--- src/design/conv_config.svh ---
`ifndef CONV_CONFIG_SVH
`define CONV_CONFIG_SVH

// window side length.
`define CONV_KERNEL 5

// taps per window, row-major.
`define CONV_TAPS (`CONV_KERNEL * `CONV_KERNEL)

`define CONV_CHANNELS 6

`define CONV_PIX_W 8
`define CONV_WGT_W 8
`define CONV_OUT_W 8
`define CONV_SUM_W 24

// filters per line and phase.
`define CONV_DEPTH 8

// two channels per phase.
`define CONV_PHASES 3

`endif
--- src/design/conv_types_pkg.sv ---
`include "conv_config.svh"

package conv_types_pkg;

	typedef logic [`CONV_PIX_W-1:0] pixel_t;

	typedef logic signed [`CONV_WGT_W-1:0] weight_t;

	// one row of a channel, one pixel per column.
	typedef pixel_t [`CONV_KERNEL-1:0] row_t;

	// row-major, oldest row at index 0 and newest row at the top.
	typedef pixel_t [`CONV_TAPS-1:0] window_t;

	// same tap order as window_t.
	typedef weight_t [`CONV_TAPS-1:0] weight_set_t;

	typedef logic signed [`CONV_SUM_W-1:0] sum_t;

	typedef logic signed [`CONV_OUT_W-1:0] result_t;

endpackage

--- src/design/window_shift_reg.sv ---
`timescale 1ns/1ps

`include "conv_config.svh"

module window_shift_reg
	import conv_types_pkg::*;
(
	input  logic    clk,
	input  logic    arst_n,
	input  logic    shift,
	input  row_t    row,
	output window_t window
);

	// one shift moves every row down one slot toward index 0.
	// the oldest row falls off and the new row lands on top.
	always_ff @(posedge clk or negedge arst_n) begin
		if (!arst_n) begin
			window <= '0;
		end else if (shift) begin
			window <= {row, window[`CONV_TAPS-1:`CONV_KERNEL]};
		end
	end

endmodule

--- config.mk ---
export PLATFORM = sky130hd
export DESIGN_NAME = window_shift_reg
export DESIGN_NICKNAME = d
export VERILOG_FILES = /design/src/design/conv_types_pkg.sv /design/src/design/window_shift_reg.sv
export VERILOG_INCLUDE_DIRS = /design/src /design/src/design
export SDC_FILE = /design/constraint.sdc
export NUM_CORES = 1
export LEC_CHECK = 0
export ABC_AREA = 1
export BUFFER_PORTS_ARGS = -buffer_cell sky130_fd_sc_hd__buf_2
export CORE_MARGIN = 4
export CORE_UTILIZATION = 51
export DETAILED_ROUTE_END_ITERATION = 7
export PLACE_DENSITY_LB_ADDON = 0.3
export SYNTH_ARGS = -nofsm -noshare
export SYNTH_HDL_FRONTEND = slang
export SYNTH_SLANG_ARGS = --single-unit
--- constraint.sdc ---
create_clock -name clk -period 0.8 [get_ports clk]
set_input_delay 0.08 -clock clk [delete_from_list [all_inputs] [get_ports clk]]
set_output_delay 0.08 -clock clk [all_outputs]
set_load 0.02 [all_outputs]
==> results.py, run 1 <==
metrics = {
    "die": {
        "coreArea_mm2": 0.01470,
        "fp.dieW_um": 131.3,
        "die-area_mm2": 0.01724,
        "io_pins": 243,
        "rows": 44,
        "fp.dieH_um": 131.3,
        "initial_utilization_pct": 52.77,
    },
    "yosys": {
        "synth_flop_cell": "dfrtp_1",
        "synth_top_family_by_area": "simple AND/OR/NAND/NOR gates",
        "syn_area_mm2": 0.007756,
        "yosysWarningCount": 0,
        "syn_inst": 845,
        "async_flop_share_pct": 100.0,
        "synth.avg_cell_area_um2": 9.179,
        "synth_area_leaders": "dfrtp_1, nand2_1, buf_8",
        "synth-edff-count": 0,
        "synth_compound_area_share_pct": 0,
        "synth_mux_area_share_pct": 0,
        "syn-num-nets": 888,
        "ys_top_cells_by_count": "nand2_1, dfrtp_1, buf_8",
        "ys_seq_area_share_pct": 64.53,
        "yosysMostFrequentCell": "nand2_1",
        "synth_xor_xnor_area_share_pct": 0,
        "synth_area_leader_cell": "dfrtp_1",
        "ys_seq_elements": 200,
        "synth-simple-area-share_pct": 29.04,
        "synth_top_cell_area_share_pct": 64.53,
        "synthAdderAreaFrac_pct": 0,
        "synth_cell_type_count": 7,
    },
    "critical_path": {
        "slowest_stage": "dfrtp_1",
        "cp.buffers_inverters": 1,
        "cp_num_cells": 1,
        "critPathLaunchType": "flop",
        "crit_path_end_kind": "primary output",
        "path_delay_family": "flip-flops",
        "reg2regPathDepth": 4,
        "cpPeakStageDelay_ns": 0.45,
        "arrival_ns": 1.06,
        "required_ns": 0.72,
        "crit_chain": "buf_6",
        "crit_type": "flop to primary output",
        "path_max_fanout": 3,
    },
    "placed_design": {
        "port_buffers": 242,
        "place_area_mm2": 0.009037,
        "place_inst": 1249,
        "routabilityCongestion": 0.8313,
        "place_hpwl_um": 13320,
    },
    "timing": {
        "relSlewSlack_pct": 70.06,
        "finalHoldViolations": 0,
        "drv_slew": 0,
        "min_period_ns": 1.143,
        "finalSetupViolations": 312,
        "grt_setup_unrepaired": "yes",
        "fin_crit_sh_pct": 142.8,
        "tightest_slew_ns": 0.4491,
        "worst_clock_skew_ns": 0.01282,
        "setup_ws_ns": -0.3427,
        "timing.fmax_mhz": 875.1,
    },
    "detailed_routing": {
        "post_drt_wl_per_cell_um": 23.02,
        "drt-initial-drc-count": 808,
        "drt-pass1-iter-count": 6,
        "vias": 8607,
        "drc": 0,
        "wl_um": 35220,
        "drtAntennaViolNets": 0,
        "vias_per_cell": 5.625,
    },
    "global_routing": {
        "grt_pass1_wl_um": 44630,
        "grt-ovfl-total": 0,
        "grt_usage_pct": 33.00,
        "grt_max_degree": 69,
        "grt_pass1_vias": 8174,
        "antenna_found_initial": 3,
    },
    "clocking": {
        "clk_latency_ns": 0.44,
        "htree_levels": 4,
        "clk_pin_slew_worst_paths_ns": 0.08,
        "clock_sinks": 200,
        "cts_root_buffer": "clkbuf_16",
        "cts-buffers-inserted": 17,
        "cts_buffer_depth": 2,
        "cts_tree": "done",
    },
    "finish": {
        "nFillCells": 506,
        "fin_util_pct": 92.02,
        "nets": 1372,
        "largest_registers": "window (200)",
        "syn_to_final_growth_pct": 74.40,
        "multi_input_area_mm2": 0.002560,
        "finish.instance_area_mm2": 0.01353,
        "final_cell_count_no_fill": 1530,
        "drive_gt1_share_pct": 45.38,
        "top_register": "window",
        "largest_register_ff_count": 200,
        "seq_area_mm2": 0.005010,
    },
    "pwr": {
        "powerDensity_mw_per_mm2": 2363,
        "ir_drop_mv": 1.727,
        "p_leak_uw": 0.007472,
    },
    "run": {
        "maxCapViolations": 0,
    },
    "worst_hold_path": {
        "min_path_type": "input port to asynchronous set/reset pin",
    },
    "outcome": {
        "violations": "setup timing",
        "status": "finished with violations",
    },
}
-- through the flow --
stage                     total power (uW)  hold WS (ns)  setup TNS, ns  worst slack, ns
final                                31970        0.1025         -61.55          -0.3427
after global routing                 32780        0.1223         -68.17          -0.3577
after CTS                            29580        0.1080         -51.66          -0.3243
after detailed placement             17430      0.008511        -0.7350         -0.06141
after global placement               17300      0.006632        -0.3424         -0.01683
after floorplan                      15290       -0.2156              0           0.1072
-- cells in the final DEF, fill, tap and decap left out --
cell type	count
buf_2	40
clkinv_4	2
inv_6	4
dfrtp_2	4
bufinv_16	3
nand2_2	96
buf_6	297
clkinv_2	3
dlygate4sd3_1	42
buf_12	12
nand2_4	9
buf_4	117
clkbuf_16	17
nand2_1	495
clkbuf_8	2
clkinvlp_4	3
dfrtp_1	196
diode_2	4
-- where the power goes --
group | internal, uW | total, uW | switching [uW]
sequential | 11300 | 12700 | 1330
combinational | 5030 | 10000 | 4990
clock | 5040 | 9290 | 4250
-- path summary, 6_finish.rpt --
kind	from	to	slack, ns
worst max-delay path	window[127]	window[127]	-0.34
worst min-delay path	arst_n	window[192]	0.10
worst max register to register	window[142]	window[102]	-0.19
worst min register to register	window[15]	window[15]	0.51
max in group asynchronous	arst_n	window[175]	0.20
min in group clk	shift	window[129]	0.13
-- logic make-up after synthesis --
kind of cell / Yosys count
buf+inv: 45
flops: 200
simple gates: 600
-- timing repair --
item / in CTS / in global routing
gates cloned: 0 / 0
gates resized for setup: 412 / 206
buffers inserted: 168 / 73
endpoints found under the setup margin: 200 / 325
endpoints found under the hold margin: 241 / 0
hold buffers: 42 / 0
pin swaps: 4 / 43
-- per-layer routing --
metal	GRT usage (%)	wire, um	vias to the layer above
li1	-	-	3507
met1	39.01	11610	4104
met2	56.77	17510	759
met4	17.85	3009	0
met3	7.034	3090	237
met5	0	0	-
-- cell type report --
cell class	instances	share of cell area, %
inverters	1	0.06475
clock buffers	18	3.247
repair buffers	509	37.68
diodes	4	0.07400
flip-flops and latches	200	37.04
well taps	184	1.702
clock inverters	14	1.267
multi-input cells	600	18.93
(Power assumes the default switching activity.)
==> run 2, diff against run 1 <==
--- a/config.mk
+++ b/config.mk
@@ -9,7 +9,7 @@
 export ABC_AREA = 1
 export BUFFER_PORTS_ARGS = -buffer_cell sky130_fd_sc_hd__buf_2
 export CORE_MARGIN = 4
-export CORE_UTILIZATION = 51
+export CORE_UTILIZATION = 50
 export DETAILED_ROUTE_END_ITERATION = 7
 export PLACE_DENSITY_LB_ADDON = 0.3
 export SYNTH_ARGS = -nofsm -noshare
==> run 2 against run 1 <==
The run still ends with setup timing left; sequential cell count did not move; sequential power barely moved; via count fell by 6.8%; critical endpoint is now window[118]; largest cell class is now sequential cells; die area rose by 1.9%.
==> results.py, run 2 (synthesis results as in run 1) <==
metrics = {
    "global_routing": {
        "grt_util_met2_pct": 50.17,
        "grt.met3_usage_pct": 6.464,
        "grt_pass1_wl_um": 41900,
        "grt_pass1_vias": 7863,
        "grt.met1_usage_pct": 37.85,
        "antenna_found_initial": 0,
        "grt-ovfl-total": 0,
        "grt_max_degree": 70,
        "grt_usage_pct": 30.01,
        "grt-busiest-layer": "met2",
    },
    "die": {
        "fp.dieW_um": 132.6,
        "initial_utilization_pct": 51.02,
        "rows": 45,
        "coreArea_mm2": 0.01520,
        "fp.dieH_um": 132.6,
        "die-area_mm2": 0.01757,
        "io_pins": 243,
    },
    "outcome": {
        "violations": "setup timing",
        "status": "finished with violations",
    },
    "finish": {
        "largest_registers": "window (200)",
        "largest_register_ff_count": 200,
        "syn_to_final_growth_pct": 71.64,
        "drive_gt1_share_pct": 44.60,
        "nets": 1355,
        "final_cell_mix": "nand2_1, buf_6, dfrtp_1",
        "top_register": "window",
        "layout.cells.most_common": "nand2_1",
        "final_cell_count_no_fill": 1511,
        "n_antenna_cell": 0,
    },
    "timing": {
        "relSlewSlack_pct": 54.84,
        "setup_ws_ns": -0.3098,
        "fin_crit_sh_pct": 138.7,
        "whs_ns": 0.05743,
        "worst_clock_skew_ns": 0.01358,
        "timing.fmax_mhz": 901.1,
        "finalSetupViolations": 248,
        "grt_setup_unrepaired": "yes",
        "drv_slew": 0,
        "tightest_slew_ns": 0.6775,
        "min_period_ns": 1.110,
        "finalHoldViolations": 0,
        "tns_ns": -52.97,
    },
    "critical_path": {
        "crit_chain": "buf_6",
        "path_delay_family": "flip-flops",
        "cp.buffers_inverters": 1,
        "crit_path_end_kind": "primary output",
        "rr_endpoint": "window[136]",
        "required_ns": 0.72,
        "critPathLaunchType": "flop",
        "r2r_slack_ns": -0.14,
        "reg2reg_from": "window[136]",
        "crit_start": "window[118]",
        "slowest_stage": "dfrtp_2",
        "reg2regPathDepth": 4,
        "arrival_ns": 1.03,
        "path_max_fanout": 2,
        "crit_type": "flop to primary output",
        "cpPeakStageDelay_ns": 0.45,
    },
    "placed_design": {
        "dp_slack_ns": -0.1738,
        "routabilityCongestion": 0.8498,
        "place_inst": 1250,
        "port_buffers": 242,
        "place_hpwl_um": 13090,
    },
    "clocking": {
        "clock_sinks": 200,
        "htree_levels": 4,
        "clk_latency_ns": 0.43,
        "cts_buffer_depth": 2,
        "cts_root_buffer": "clkbuf_16",
        "clk_pin_slew_worst_paths_ns": 0.07,
        "cts-buffers-inserted": 17,
        "cts_tree": "done",
    },
    "detailed_routing": {
        "vias_per_cell": 5.306,
        "post_drt_wl_per_cell_um": 19.68,
        "vias": 8018,
        "wl_um": 29730,
        "drt-initial-drc-count": 598,
        "drtAntennaViolNets": 0,
        "drc": 0,
        "drt-pass1-iter-count": 6,
    },
    "pwr": {
        "finalPower_uw": 30480,
        "ir_drop_mv": 1.528,
        "powerDensity_mw_per_mm2": 2289,
        "p_leak_uw": 0.007353,
    },
    "run": {
        "maxCapViolations": 0,
    },
    "worst_hold_path": {
        "min_path_type": "input port to asynchronous set/reset pin",
    },
}
[run 2: cell types whose count changed in the layout (fill, tap and decap cells not counted)]
cell | previous run | this run
buf_6 | 297 | 294
diode_2 | 4 | 0
clkinvlp_4 | 3 | 1
buf_4 | 117 | 104
nand2_1 | 495 | 493
clkbuf_1 | 0 | 2
bufinv_16 | 3 | 1
clkbuf_8 | 2 | 5
nand2_2 | 96 | 100
nand2_4 | 9 | 7
inv_6 | 4 | 1
buf_12 | 12 | 11
[run 2: how the worst max path moves through the flow]
stage	to	slack, ns	cells past startpoint
after CTS	window[103]	-0.31	1
final	window[118]	-0.31	1
after global routing	window[118]	-0.34	1
after floorplan	window[100]	0.11	2
after detailed placement	window[36]	-0.17	4
after global placement	window[82]	-0.14	4
[run 2: where the power goes]
| part | switching (uW) | internal, uW | total, uW |
|---|---|---|---|
| logic | 4680 | 4900 | 9580 |
| clock network | 3740 | 4600 | 8330 |
| registers | 1220 | 11300 | 12600 |
| total | 9640 | 20800 | 30500 |
[run 2: per-stage QoR]
step                      utilization (%)  area, um^2
after global routing                87.57       13310
after floorplan                         -        7756
after detailed placement            59.25        9007
final                               87.57       13310
after CTS                           81.73       12420
after global placement              59.25        9007
[run 2: worst register-to-register path: cells and delay by family (launching register included)]
family | cells | cell delay [ns]
flops | 1 | 0.43
buf+inv | 2 | 0.25
simple gates | 2 | 0.15
[run 2: final cells by class]
cell class                      count  area (um^2)
Sequential cell                   200         5010
Timing Repair Buffer              492         4946
Multi-Input combinational cell    600         2555
Fill cell                         633         1889
Clock buffer                       23        488.0
Tap cell                          188        235.2
Clock inverter                      7        70.07
Inverter                            1        8.758
[run 2: what timing repair did]
item / 4_1_cts / 5_1_grt
resized for setup: 401 / 210
hold endpoints to repair: 243 / 0
setup endpoints to repair: 200 / 306
hold buffers: 42 / 0
setup buffers: 158 / 63
pin swaps: 0 / 43
[run 2: metal layers]
| layer | part of all wire, % | wire length [um] |
|---|---|---|
| met1 | 36 | 10820 |
| met3 | 6.8 | 2033 |
| met2 | 51 | 15200 |
| met4 | 5.6 | 1679 |
| met5 | 0 | 0 |
==> run 3, diff against run 2 <==
--- a/config.mk
+++ b/config.mk
@@ -12,6 +12,7 @@
 export CORE_UTILIZATION = 50
 export DETAILED_ROUTE_END_ITERATION = 7
 export PLACE_DENSITY_LB_ADDON = 0.3
+export SETUP_SLACK_MARGIN = 0.15
 export SYNTH_ARGS = -nofsm -noshare
 export SYNTH_HDL_FRONTEND = slang
 export SYNTH_SLANG_ARGS = --single-unit
==> run 3 against run 2 <==
The flow still finishes with violations (setup timing); global-route usage is 2.7 points higher; sequential share of layout area is 1.1 points lower; fmax is 3.0% lower; total power is 10% higher; highest routed layer unchanged; combinational power is 13% higher; worst hold slack better by 0.0031 ns; critical path depth is 3 higher; critical endpoint is now window[114]; via count is 14% higher; clock power is 17% higher.
==> results.py, run 3 (synthesis results as in run 1) <==
metrics = {
    "timing": {
        "tns_ns": -67.23,
        "tightest_slew_ns": 0.6893,
        "finalHoldViolations": 0,
        "setup_ws_ns": -0.3446,
        "finalSetupViolations": 347,
        "grt_setup_unrepaired": "yes",
        "fin_crit_sh_pct": 143.1,
        "drv_slew": 0,
        "whs_ns": 0.06054,
        "min_period_ns": 1.145,
        "relSlewSlack_pct": 54.04,
        "worst_clock_skew_ns": 0.01569,
        "timing.fmax_mhz": 873.6,
    },
    "clocking": {
        "cts_tree": "done",
        "clock_sinks": 200,
        "cts-buffers-inserted": 17,
        "clk_pin_slew_worst_paths_ns": 0.08,
        "cts_buffer_depth": 2,
        "cts_root_buffer": "clkbuf_16",
        "clk_latency_ns": 0.44,
        "htree_levels": 4,
    },
    "pwr": {
        "p_sw_uw": 10990,
        "swShare_pct": 32.72,
        "comb_power_share_pct": 32.2,
        "ir_drop_mv": 1.699,
        "p_leak_uw": 0.007476,
        "pwr-share-clk_pct": 28.9,
        "pwr-share-seq_pct": 38.9,
        "power.internal_uw": 22600,
        "powerDensity_mw_per_mm2": 2335,
    },
    "finish": {
        "syn_to_final_growth_pct": 85.45,
        "largest_register_ff_count": 200,
        "nets": 1380,
        "multi_input_area_mm2": 0.002763,
        "final_cell_mix": "nand2_1, buf_6, dfrtp_2",
        "drive_gt1_share_pct": 64.00,
        "layout.cells.most_common": "nand2_1",
        "largest_registers": "window (200)",
        "nFillCells": 368,
        "top_register": "window",
        "seq_area_mm2": 0.005255,
    },
    "die": {
        "coreArea_mm2": 0.01520,
        "io_pins": 243,
        "fp.dieW_um": 132.6,
        "fp.dieH_um": 132.6,
        "initial_utilization_pct": 51.02,
        "die-area_mm2": 0.01757,
        "rows": 45,
    },
    "global_routing": {
        "grt_pass1_wl_um": 44990,
        "grt_usage_pct": 32.66,
        "grt_max_degree": 57,
        "grt_pass1_vias": 8152,
        "antenna_found_initial": 2,
        "grt-ovfl-total": 0,
    },
    "detailed_routing": {
        "drtAntennaViolNets": 0,
        "vias_per_cell": 5.925,
        "wl_um": 39430,
        "drc": 0,
        "drt-initial-drc-count": 1199,
        "vias": 9131,
        "drt-pass1-iter-count": 6,
        "post_drt_wl_per_cell_um": 25.59,
    },
    "critical_path": {
        "crit_type": "flop to flop",
        "slowest_stage": "dfrtp_2",
        "critPathLaunchType": "flop",
        "cpPeakStageDelay_ns": 0.46,
        "required_ns": 1.08,
        "cp.buffers_inverters": 2,
        "crit_chain": "buf_6 -> buf_4 -> nand2_1 -> nand2_1",
        "path_delay_family": "flip-flops",
        "crit_path_end_kind": "flop",
        "arrival_ns": 1.43,
        "cp_common_cell": "nand2_1",
        "path_max_fanout": 2,
    },
    "placed_design": {
        "routabilityCongestion": 0.8569,
        "port_buffers": 242,
        "place_hpwl_um": 13670,
    },
    "worst_hold_path": {
        "min_path_type": "input port to flop",
    },
    "run": {
        "maxCapViolations": 0,
    },
    "outcome": {
        "status": "finished with violations",
        "violations": "setup timing",
    },
}
==> run 3: changes by cell type in the layout (fill, tap and decap cells not counted), moves of 16 or more <==
cell / before / now
dfrtp_2: 4 / 200
buf_4: 104 / 38
nand2_2: 100 / 135
nand2_1: 493 / 442
buf_6: 294 / 386
dfrtp_1: 196 / 0
nand2_4: 7 / 23
==> run 3: worst paths after layout <==
kind / from / end / slack (ns) / depth (start not counted)
max: window[114] / window[114] / -0.34 / 4
min: shift / window[104] / 0.06 / 4
max reg2reg: window[114] / window[114] / -0.34 / 4
min reg2reg: window[103] / window[103] / 0.52 / 2
max in group asynchronous: arst_n / window[105] / 0.19 / 3
min in group asynchronous: arst_n / window[193] / 0.09 / 2
==> run 3: worst reg2reg max path, delay by kind of cell (launching register included) <==
family                 cells  cell delay (ns)
buffers and inverters      2             0.26
and+or+nand+nor            2             0.27
DFF                        1             0.46
==> run 3: per-layer routing <==
layer  up-vias  global-route usage [%]  share of wire, %
li1       3528                       -                 -
met1      4421                   39.74                33
met2       869                   55.70                48
met3       313                   6.236                10
met4         0                   16.74               9.4
met5         -                       0                 0
==> run 3: final cells by class <==
class | instances | share of cell area (%)
Antenna cell | 3 | 0.05219
Clock inverter | 9 | 1.113
Multi-Input combinational cell | 600 | 19.21
Sequential cell | 200 | 36.53
Inverter | 1 | 0.06089
Tap cell | 188 | 1.635
Clock buffer | 23 | 3.392
Timing Repair Buffer | 517 | 38.00
==> run 3: power by group through the flow <==
stage | clock network, uW | logic, uW | registers (uW)
global placement | 0 | 4800 | 12700
finish | 9710 | 10800 | 13100
floorplan | 0 | 1420 | 14100
detailed placement | 0 | 4910 | 12700
global route | 10000 | 11100 | 13100
CTS | 9400 | 8300 | 12600
==> run 3: timing repair <==
action / CTS / global route
pin swaps: 20 / 75
setup buffers: 150 / 64
hold buffers: 42 / 0
endpoints found under the hold margin: 240 / 0
setup endpoints to repair: 250 / 475
gates resized for setup: 477 / 289
==> run 3: metrics by stage <==
step                      power (uW)  util [%]  cell area (um^2)  worst slack [ns]  instances
final                          33590     94.62             14380           -0.3446       1541
after global routing           34290     94.60             14380           -0.3816       1540
after CTS                      30340     85.19             12950           -0.3091       1475
after detailed placement       17620     60.86              9253           -0.1258       1251
after global placement         17480     60.86              9253           -0.1005       1251
after floorplan                15520         -              8006            0.1294        845
