--- config.mk ---
export PLATFORM = sky130hd
export DESIGN_NAME = conv_accumulator
export DESIGN_NICKNAME = d
export VERILOG_FILES = /design/src/design/conv_types_pkg.sv /design/src/design/conv_accumulator.sv
export VERILOG_INCLUDE_DIRS = /design/src /design/src/design
export SDC_FILE = /design/constraint.sdc
export NUM_CORES = 1
export LEC_CHECK = 0
export ABC_AREA = 0
export BUFFER_PORTS_ARGS = -buffer_cell sky130_fd_sc_hd__buf_2
export CAP_MARGIN = 20
export CORE_MARGIN = 5
export CORE_UTILIZATION = 40
export CTS_BUF_LIST = sky130_fd_sc_hd__clkbuf_2
export DETAILED_ROUTE_END_ITERATION = 10
export PLACE_DENSITY = 0.66
export SYNTH_ARGS = -nofsm -noshare
export SYNTH_HDL_FRONTEND = slang
export SYNTH_SLANG_ARGS = --single-unit
--- constraint.sdc ---
create_clock -name clk -period 7.8 [get_ports clk]
set_input_delay 1.95 -clock clk [delete_from_list [all_inputs] [get_ports clk]]
set_output_delay 1.95 -clock clk [all_outputs]
set_load 0.01 [all_outputs]
--- src/design/conv_config.svh ---
`ifndef CONV_CONFIG_SVH
`define CONV_CONFIG_SVH

// window side length.
`define CONV_KERNEL 5

// taps per window, row-major.
`define CONV_TAPS (`CONV_KERNEL * `CONV_KERNEL)

`define CONV_CHANNELS 6

`define CONV_PIX_W 8
`define CONV_WGT_W 8
`define CONV_OUT_W 8
`define CONV_SUM_W 24

// filters per line and phase.
`define CONV_DEPTH 8

// two channels per phase.
`define CONV_PHASES 3

`endif
--- src/design/conv_types_pkg.sv ---
`include "conv_config.svh"

package conv_types_pkg;

	typedef logic [`CONV_PIX_W-1:0] pixel_t;

	typedef logic signed [`CONV_WGT_W-1:0] weight_t;

	// one row of a channel, one pixel per column.
	typedef pixel_t [`CONV_KERNEL-1:0] row_t;

	// row-major, oldest row at index 0 and newest row at the top.
	typedef pixel_t [`CONV_TAPS-1:0] window_t;

	// same tap order as window_t.
	typedef weight_t [`CONV_TAPS-1:0] weight_set_t;

	typedef logic signed [`CONV_SUM_W-1:0] sum_t;

	typedef logic signed [`CONV_OUT_W-1:0] result_t;

endpackage

--- src/design/conv_accumulator.sv ---
`timescale 1ns/1ps

`include "conv_config.svh"

module conv_accumulator
	import conv_types_pkg::*;
(
	input  logic    clk,
	input  logic    arst_n,
	input  sum_t    sum_h,
	input  sum_t    sum_l,
	input  logic    line_valid,
	input  logic    line_last,
	output logic    done,
	output result_t conv_value
);

	localparam sum_t OUT_MAX = sum_t'((2 ** (`CONV_OUT_W - 1)) - 1);
	localparam sum_t OUT_MIN = sum_t'(-(2 ** (`CONV_OUT_W - 1)));

	sum_t    total;
	sum_t    grand;
	result_t clamped;
	result_t held;

	assign grand = total + sum_h + sum_l;

	always_comb begin
		if (grand > OUT_MAX) begin
			clamped = result_t'(OUT_MAX);
		end else if (grand < OUT_MIN) begin
			clamped = result_t'(OUT_MIN);
		end else begin
			clamped = result_t'(grand);
		end
	end

	// the last phase is folded in as it arrives, so done lines up with it.
	assign done = line_valid && line_last;
	assign conv_value = done ? clamped : held;

	always_ff @(posedge clk or negedge arst_n) begin
		if (!arst_n) begin
			total <= '0;
			held <= '0;
		end else if (line_valid) begin
			if (line_last) begin
				total <= '0;
				held <= clamped;
			end else begin
				total <= grand;
			end
		end
	end

	// back-to-back results are at least four cycles apart.
	a_done_pulse: assert property (
		@(posedge clk) disable iff (!arst_n)
		done |=> !done
	);

endmodule

==> impl_metrics.tcl, run 1 <==
set metrics [dict create \
    wl_per_cell_um 15.6 \
    cp_num_buf_inv 2 \
    synthCells 341 \
    finalMaxSlewViolations 0 \
    synthesis.area_sq_mm 0.00309 \
    cap_violations 0 \
    cts_tree "built" \
    final_common_cell "buf_2" \
    cts_root_buffer "clkbuf_2" \
    vias 2701 \
    final.setup_skew_ps 21.4 \
    finalWorstSetupSlack_ps 159 \
    layout_min_cycle_time_ps 7640 \
    critPathSlowestCell "fa_1" \
    rsz0062_at_grt "true" \
    seq_power_share_pct 16.0 \
    ir_drop_mv 0.166 \
    first_pass_iters 4 \
    final_area_sq_mm 0.00358 \
    grt_max_degree 33 \
    final_cell_mix "buf_2 (60), inv_1 (34), dfrtp_1 (32)" \
    portBuffers 60 \
    cts_setup_buffers 0 \
    clock.fmax_ghz 0.131 \
    grt.total_usage_pct 17.1 \
    cts_hold_buf 0 \
    drtIter0Drc 125 \
    switching_power_mw 0.883 \
    pre_cts_slack_ps 36.9 \
    drt-total-wl_um 7880 \
    synth-async-reset-ratio_pct 100 \
    worst-path-max-fanout 8 \
    yosysUniqueCellTypes 46 \
    antenna_found_initial 0 \
    p_sw_share_pct 52.6 \
    numCtsBuffers 5 \
    holdWs_ps 537 \
    setup_viol 0 \
    die_x_um 97.9 \
    status "complete, no violations" \
    start_kind "input port" \
    finalCritPeriodShare_pct 98.0 \
    cts_sinks 32 \
    power_mw 1.68 \
    io_pins 61 \
    arrival_ps 5690 \
    tightest_slew_ps 922 \
    synth_ff_type "dfrtp_1" \
    fillers 776 \
    n_antenna_cell 0 \
    max_stage_delay_ps 470 \
    fp-row-count 32 \
    drive_gt1_share_pct 21.1 \
    min-delay-path-class "register to register" \
    grt_pass1_wl_um 13400 \
    grt_pass1_vias 2803 \
    grt_overflow_total 0 \
    criticalPathCategory "input port to primary output" \
    core_area_sq_mm 0.00761 \
    drc 0 \
    power.density_mw_per_mm2 468 \
    cpLargestDelayFamily "compound AO/OA/AOI/OAI gates" \
    ys_ff_latch 32 \
    regArea_sq_um 801 \
    die_y_um 97.9 \
    layout.nets 500 \
    synth.net_count 439 \
    hpwl_um 6370 \
    finalHoldViolCount 0 \
    place.gp.congestion 0.921 \
    finalSetupTns_ps 0 \
    yosysWarnings 0 \
    start_util_pct 40.6 \
    htree_levels 2 \
    relSlewSlack_pct 38.5 \
    worstPathCellList "buf_2, fa_1, ha_1, fa_1, a21o_1, a221o_1, a21o_1, a2111o_1, a31o_1, a21oi_2, xnor2_1, nor2_2, o32ai_1, buf_2" \
    p_clk_share_pct 5.3 \
    syn_avg_cell_area_sq_um 9.06 \
    synth-seq-area-share_pct 25.9 \
    vias_per_cell 5.35 \
    p_leak_nw 1.65 \
    die_area_sq_mm 0.00958 \
    crit_path_end_kind "primary output" \
    clock_latency_ps 400 \
    combinationalPowerShare_pct 78.8 \
    internal_power_mw 0.794 \
    postRouteAntennaNets 0 \
    area_delta_synth_final_pct 16.0 \
    critPathRequiredTime_ps 5850 \
    synth-edff-count 0 \
    multi_input_area_sq_mm 0.00213 \
    clk_pin_slew_worst_paths_ps 190 \
    placed_area_sq_mm 0.00351 \
    cts_buffer_depth 2 \
]
==> cell type report <==
class | instances | area share [%]
Clock buffer | 6 | 0.838
Clock inverter | 2 | 0.314
Inverter | 34 | 3.56
Multi-Input combinational cell | 262 | 59.5
Sequential cell | 32 | 22.3
Tap cell | 102 | 3.56
Timing Repair Buffer | 67 | 9.85
==> power by group through the flow <==
stage / Sequential, mW / Clock [mW] / Combinational (mW)
6_report: 0.268 / 0.0885 / 1.32
5_1_grt: 0.276 / 0.0982 / 1.47
4_1_cts: 0.269 / 0.0912 / 1.29
3_5_place_dp: 0.273 / 0 / 1.28
3_3_place_gp: 0.270 / 0 / 1.28
2_1_floorplan: 0.264 / 0 / 0.938
==> worst paths after layout <==
| path | startpoint | endpoint | slack, ps | cells past startpoint |
|---|---|---|---|---|
| max in group asynchronous | arst_n | total[12]$_DFFE_PN0P_ | 5730 | 1 |
| min reg2reg | held[7]$_DFFE_PN0P_ | held[7]$_DFFE_PN0P_ | 540 | 1 |
| min in group asynchronous | arst_n | held[5]$_DFFE_PN0P_ | 1580 | 1 |
| min | held[7]$_DFFE_PN0P_ | held[7]$_DFFE_PN0P_ | 540 | 1 |
| max | sum_h[1] | conv_value[1] | 160 | 14 |
| max reg2reg | total[1]$_DFFE_PN0P_ | held[1]$_DFFE_PN0P_ | 3830 | 13 |
==> through the flow <==
| step | instances | util, % |
|---|---|---|
| global placement | 497 | 46.2 |
| detailed placement | 497 | 46.2 |
| CTS | 505 | 46.7 |
| floorplan | 341 | - |
| global route | 505 | 47.1 |
| finish | 505 | 47.1 |
==> repair_timing <==
| action | CTS | global route |
|---|---|---|
| endpoints found under the setup margin | 0 | 7 |
| resized for setup | 0 | 4 |
| hold endpoints to repair | 0 | 0 |
==> synthesized netlist by cell type (2+ instances only) <==
cell type | n | share of area [%]
nor3_1 | 3 | 0.49
xnor2_1 | 15 | 4.3
inv_1 | 34 | 4.1
a211oi_1 | 5 | 1.2
nand3b_1 | 5 | 1.2
or2_2 | 2 | 0.40
nor2b_1 | 2 | 0.40
nand2_1 | 24 | 2.9
nand4_1 | 7 | 1.4
nand2b_1 | 6 | 1.2
and3_1 | 3 | 0.61
xor2_1 | 7 | 2.0
o21ai_0 | 20 | 3.2
nand3_1 | 16 | 2.6
dfrtp_1 | 32 | 26
fa_1 | 24 | 16
a221o_1 | 2 | 0.65
clkbuf_1 | 11 | 1.3
a31oi_1 | 3 | 0.61
a21oi_1 | 16 | 2.6
o32ai_1 | 7 | 2.0
a21o_1 | 10 | 2.4
nor4_1 | 2 | 0.40
o211ai_1 | 4 | 0.97
o21a_1 | 3 | 0.73
o22ai_1 | 19 | 3.8
ha_1 | 22 | 8.9
nor2_1 | 19 | 2.3
==> routing by layer <==
metal  track usage, %  up-vias  part of all wire (%)
li1                 -     1343                     -
met1             23.7     1284                    48
met2             28.0       69                    47
met3             3.21        5                   5.0
met4             3.41        0                  0.72
met5                0        -                     0
==> cells by family (layout without fill, tap and decap cells) <==
group | Yosys count | in the layout | share of synthesized area, %
muxes | 1 | 1 | 0.324
buffers and inverters | 47 | 109 | 5.99
AOI/OAI and AO/OA | 99 | 99 | 21.4
adders and majority gates | 46 | 46 | 24.5
DFF | 32 | 32 | 25.9
and+or+nand+nor | 94 | 94 | 15.7
xor gates and xnor gates | 22 | 22 | 6.24
==> state kept, by name, indices dropped and copies added (netlist names) <==
name   flops
held       8
total     24
(Power assumes the default switching activity.)
==> run 2: changes to the inputs <==
--- a/config.mk
+++ b/config.mk
@@ -13,7 +13,7 @@
 export CORE_UTILIZATION = 40
 export CTS_BUF_LIST = sky130_fd_sc_hd__clkbuf_2
 export DETAILED_ROUTE_END_ITERATION = 10
-export PLACE_DENSITY = 0.66
+export PLACE_DENSITY = 0.68
 export SYNTH_ARGS = -nofsm -noshare
 export SYNTH_HDL_FRONTEND = slang
 export SYNTH_SLANG_ARGS = --single-unit
==> constraint.sdc (replaced) <==
create_clock -name clk -period 6.95 [get_ports clk]
set_input_delay 1.7375 -clock clk [delete_from_list [all_inputs] [get_ports clk]]
set_output_delay 1.7375 -clock clk [all_outputs]
set_load 0.01 [all_outputs]
==> impl_metrics.tcl, run 2 (synthesis gave the netlist of run 1 again) <==
set metrics [dict create \
    fillers 703 \
    relSlewSlack_pct 44.7 \
    antenna_found_initial 0 \
    core_area_sq_mm 0.00761 \
    grt.total_usage_pct 18.2 \
    cts_sinks 32 \
    multi_input_area_sq_mm 0.00228 \
    numCtsBuffers 5 \
    post-place-cells 522 \
    drtIter0Drc 212 \
    vias 2916 \
    grt_max_degree 33 \
    wl_per_cell_um 15.7 \
    combinationalPowerShare_pct 81.3 \
    hpwl_um 6640 \
    criticalPathCategory "input port to primary output" \
    ir_drop_mv 0.203 \
    postRouteAntennaNets 0 \
    switching_power_mw 1.15 \
    portBuffers 60 \
    die_area_sq_mm 0.00958 \
    cts_hold_buf 0 \
    cp_num_buf_inv 4 \
    final_cell_mix "buf_2 (59), inv_1 (34), buf_4 (34)" \
    finalCritPeriodShare_pct 101 \
    clock_latency_ps 410 \
    place.gp.congestion 0.871 \
    n_antenna_cell 0 \
    finalWorstSetupSlack_ps -63.1 \
    drt-total-wl_um 8440 \
    cpLargestDelayFamily "compound AO/OA/AOI/OAI gates" \
    arrival_ps 5280 \
    vias_per_cell 5.44 \
    grt_pass1_wl_um 14500 \
    drive_gt1_share_pct 29.5 \
    regMostFlops "total" \
    final_area_sq_mm 0.00402 \
    htree_levels 2 \
    area_delta_synth_final_pct 30.0 \
    final.setup_skew_ps 25.7 \
    largestRegisters "total x24, held x8" \
    drc 0 \
    io_pins 61 \
    pre_cts_slack_ps -276 \
    layout.cells.non_filler 536 \
    die_y_um 97.9 \
    violations "negative setup slack" \
    cts_buffer_depth 2 \
    first_pass_iters 4 \
    worstPathCellList "buf_6, fa_1, ha_2, fa_2, a21o_1, a221o_1, a21o_1, a2111o_1, a31o_1, a21oi_2, xnor2_2, buf_4, a31oi_4, buf_6, o32ai_4, buf_2" \
    setup_viol 7 \
    fp-row-count 32 \
    max_stage_delay_ps 480 \
    layout.nets 531 \
    critPathSlowestCell "fa_1" \
    min-delay-path-class "register to register" \
    grt_pass1_vias 3088 \
    rsz0062_at_grt "true" \
    cts_tree "built" \
    grt_overflow_total 0 \
    power.density_mw_per_mm2 584 \
    worst-path-max-fanout 5 \
    p_leak_nw 1.85 \
    largest_reg_flops 24 \
    die_x_um 97.9 \
    p_clk_share_pct 5.8 \
    critPathRequiredTime_ps 5210 \
    p_sw_share_pct 48.9 \
    finalMaxSlewViolations 0 \
    start_util_pct 40.6 \
    seq_power_share_pct 13.0 \
    final_common_cell "buf_2" \
    layout_min_cycle_time_ps 7010 \
    clk_pin_slew_worst_paths_ps 180 \
    finalHoldViolCount 0 \
    regArea_sq_um 801 \
    status "finished, violations left" \
    start_kind "input port" \
    clock.fmax_ghz 0.143 \
    cap_violations 0 \
    cts_root_buffer "clkbuf_2" \
    tightest_slew_ps 829 \
    crit_path_end_kind "primary output" \
    ff2ff_setup_slack_ps 3050 \
    placed_area_sq_mm 0.00371 \
    internal_power_mw 1.20 \
]
-- run 2: worst reg2reg max path, delay by kind of cell, from the launching register on --
family	cells	cell delay [ps]
xor+xnor	1	110
buf+inv	3	500
compound gates	8	1780
flops	1	440
fa+ha+maj	3	1000
-- run 2: final cells by class --
cell class                      count  area share, %
Clock buffer                        5          0.623
Multi-Input combinational cell    262           56.7
Sequential cell                    32           19.9
Clock inverter                      3           1.06
Inverter                           34           3.18
Tap cell                          102           3.18
Timing Repair Buffer               98           15.3
-- run 2: per-stage QoR --
stage | total power [mW] | TNS [ps] | utilization (%) | hold WS (ps)
2_1_floorplan | 1.35 | 0 | - | 505
3_3_place_gp | 1.91 | -1410 | 48.8 | 473
3_5_place_dp | 1.93 | -1910 | 48.8 | 482
4_1_cts | 2.30 | -689 | 52.5 | 520
5_1_grt | 2.54 | -1120 | 52.8 | 529
6_report | 2.35 | -316 | 52.8 | 519
-- run 2: metal layers --
metal	up-vias	part of all wire, %	wire length (um)	GRT usage [%]
met4	0	0.68	57	3.62
li1	1401	-	-	-
met3	6	5.1	428	3.57
met2	78	50	4180	32.0
met5	-	0	0	0
met1	1431	45	3780	23.3
-- run 2: worst paths after layout --
path,startpoint,to,depth (start not counted)
max in group asynchronous,arst_n,held[7]$_DFFE_PN0P_,1
setup / recovery,sum_l[1],conv_value[2],16
hold reg to reg,held[7]$_DFFE_PN0P_,held[7]$_DFFE_PN0P_,1
hold / removal,held[7]$_DFFE_PN0P_,held[7]$_DFFE_PN0P_,1
min in group asynchronous,arst_n,held[3]$_DFFE_PN0P_,1
setup reg to reg,total[1]$_DFFE_PN0P_,held[1]$_DFFE_PN0P_,15
-- run 2: power by group through the flow --
stage          logic, mW  registers [mW]  clock network (mW)
2_1_floorplan       1.05           0.296                   0
3_3_place_gp        1.61           0.304                   0
3_5_place_dp        1.62           0.307                   0
4_1_cts             1.86           0.304               0.138
5_1_grt             2.08           0.313               0.148
6_report            1.91           0.304               0.135
-- run 2: what timing repair did --
action,4_1_cts,5_1_grt
pin swaps,15,11
resized for setup,25,2
setup buffers,5,1
setup endpoints to repair,8,8
==> run 3: changes to the inputs <==
--- a/config.mk
+++ b/config.mk
@@ -14,6 +14,7 @@
 export CTS_BUF_LIST = sky130_fd_sc_hd__clkbuf_2
 export DETAILED_ROUTE_END_ITERATION = 10
 export PLACE_DENSITY = 0.68
+export REMOVE_ABC_BUFFERS = 1
 export SYNTH_ARGS = -nofsm -noshare
 export SYNTH_HDL_FRONTEND = slang
 export SYNTH_SLANG_ARGS = --single-unit
==> constraint.sdc (replaced) <==
create_clock -name clk -period 6.95 [get_ports clk]
set_input_delay 0.695 -clock clk [delete_from_list [all_inputs] [get_ports clk]]
set_output_delay 0.695 -clock clk [all_outputs]
set_load 0.01 [all_outputs]
==> impl_metrics.tcl, run 3 (synthesis gave the netlist of run 1 again) <==
set metrics [dict create \
    worst-path-max-fanout 8 \
    portBuffers 60 \
    clock.fmax_ghz 0.188 \
    finalSetupTns_ps 0 \
    die_x_um 97.9 \
    clock_latency_ps 400 \
    vias_per_cell 5.45 \
    pre_cts_slack_ps 1660 \
    layout.nets 493 \
    io_pins 61 \
    final_cell_mix "buf_2 (60), inv_1 (34), dfrtp_1 (32)" \
    ir_drop_mv 0.167 \
    finalWorstSetupSlack_ps 1620 \
    grt_overflow_total 0 \
    area_delta_synth_final_pct 14.1 \
    drc 0 \
    clk_pin_slew_worst_paths_ps 210 \
    internal_power_mw 0.862 \
    post-place-cells 490 \
    rsz0062_at_grt "false" \
    p_clk_share_pct 7.6 \
    arrival_ps 4630 \
    core_area_sq_mm 0.00761 \
    cts_tree "built" \
    drt-total-wl_um 7890 \
    cts_hold_buf 0 \
    cts_root_buffer "clkbuf_2" \
    n_antenna_cell 0 \
    start_util_pct 40.6 \
    min-delay-path-class "input port to asynchronous set/reset pin" \
    drive_gt1_share_pct 18.9 \
    finalHoldViolCount 0 \
    cts_sinks 32 \
    switching_power_mw 0.963 \
    use_met2_pct 26.5 \
    relSlewSlack_pct 41.1 \
    largest_reg_flops 24 \
    grt_max_degree 33 \
    criticalPathCategory "register to primary output" \
    holdWs_ps 322 \
    seq_power_share_pct 16.6 \
    worstReg2RegStart "total[1]$_DFFE_PN0P_" \
    postRouteAntennaNets 0 \
    die_area_sq_mm 0.00958 \
    place.gp.congestion 0.829 \
    setup_viol 0 \
    vias 2712 \
    critPathRequiredTime_ps 6250 \
    die_y_um 97.9 \
    grt.total_usage_pct 17.1 \
    grt_pass1_vias 2760 \
    largestRegisters "total x24, held x8" \
    start_kind "register" \
    startpoint "total[1]$_DFFE_PN0P_" \
    numCtsBuffers 5 \
    grt-busiest-layer "met2" \
    cap_violations 0 \
    finalCritPeriodShare_pct 76.6 \
    cts_setup_buffers 0 \
    fp-row-count 32 \
    p_sw_share_pct 52.8 \
    finalMaxSlewViolations 0 \
    tightest_slew_ps 884 \
    post_cts_resized 0 \
    grt_util_met1_pct 24.2 \
    p_leak_nw 1.62 \
    first_pass_iters 4 \
    status "complete, no violations" \
    regMostFlops "total" \
    cts_buffer_depth 2 \
    layout_min_cycle_time_ps 5330 \
    combinationalPowerShare_pct 75.8 \
    wl_per_cell_um 15.8 \
    crit_path_end_kind "primary output" \
    use_met3_pct 4.14 \
    drtIter0Drc 118 \
    layout.cells.non_filler 498 \
    final_common_cell "buf_2" \
    antenna_found_initial 0 \
    htree_levels 2 \
    grt_pass1_wl_um 13400 \
    final.setup_skew_ps 17.4 \
    hpwl_um 6330 \
    power.density_mw_per_mm2 518 \
]
## run 3: path summary, 6_finish.rpt
path                                    endpoint  slack [ps]  cells past startpoint
setup / recovery                   conv_value[2]        1620                     13
hold / removal              total[6]$_DFFE_PN0P_         320                      1
setup reg to reg             held[2]$_DFFE_PN0P_        2820                     12
hold reg to reg              held[7]$_DFFE_PN0P_         510                      1
max in group asynchronous  total[19]$_DFFE_PN0P_        6140                      1
min in group clk             held[7]$_DFFE_PN0P_         510                      1
## run 3: per-stage QoR
| step | area [sq um] | utilization, % | power (mW) |
|---|---|---|---|
| after floorplan | 3030 | - | 1.34 |
| after global placement | 3460 | 45.5 | 1.67 |
| after detailed placement | 3460 | 45.5 | 1.69 |
| after CTS | 3520 | 46.3 | 1.84 |
| after global routing | 3520 | 46.3 | 2.01 |
| final | 3520 | 46.3 | 1.83 |
## run 3: area by class of cell
cell class,count,area (sq um)
multi-input combinational,262,2100
fill,771,4080
sequential,32,801
inverter,34,128
clock buffer,6,30.0
timing repair buffer,60,300
tap,102,128
clock inverter,2,35.0
## run 3: power by group through the flow
| stage | logic, mW | registers, mW | clock network (mW) |
|---|---|---|---|
| after floorplan | 1.04 | 0.296 | 0 |
| after global placement | 1.37 | 0.305 | 0 |
| after detailed placement | 1.38 | 0.308 | 0 |
| after CTS | 1.39 | 0.303 | 0.142 |
| after global routing | 1.55 | 0.312 | 0.150 |
| final | 1.38 | 0.302 | 0.139 |
## run 3: worst max-delay path: stages, from the launching register on
cell and delay, ps:
dfrtp_1 440, fa_1 440, ha_1 250, fa_1 400
a21o_1 220, a221o_1 370, a21o_1 250, a2111o_1 420
a31o_1 240, a21oi_2 140, xnor2_1 250, nor2_2 170
o32ai_1 420, buf_2 210
## run 3: routing by layer
layer	part of all wire [%]	routed length [um]
met5	0	0
met4	1.1	89
met3	6.1	478
met2	45	3540
met1	48	3780
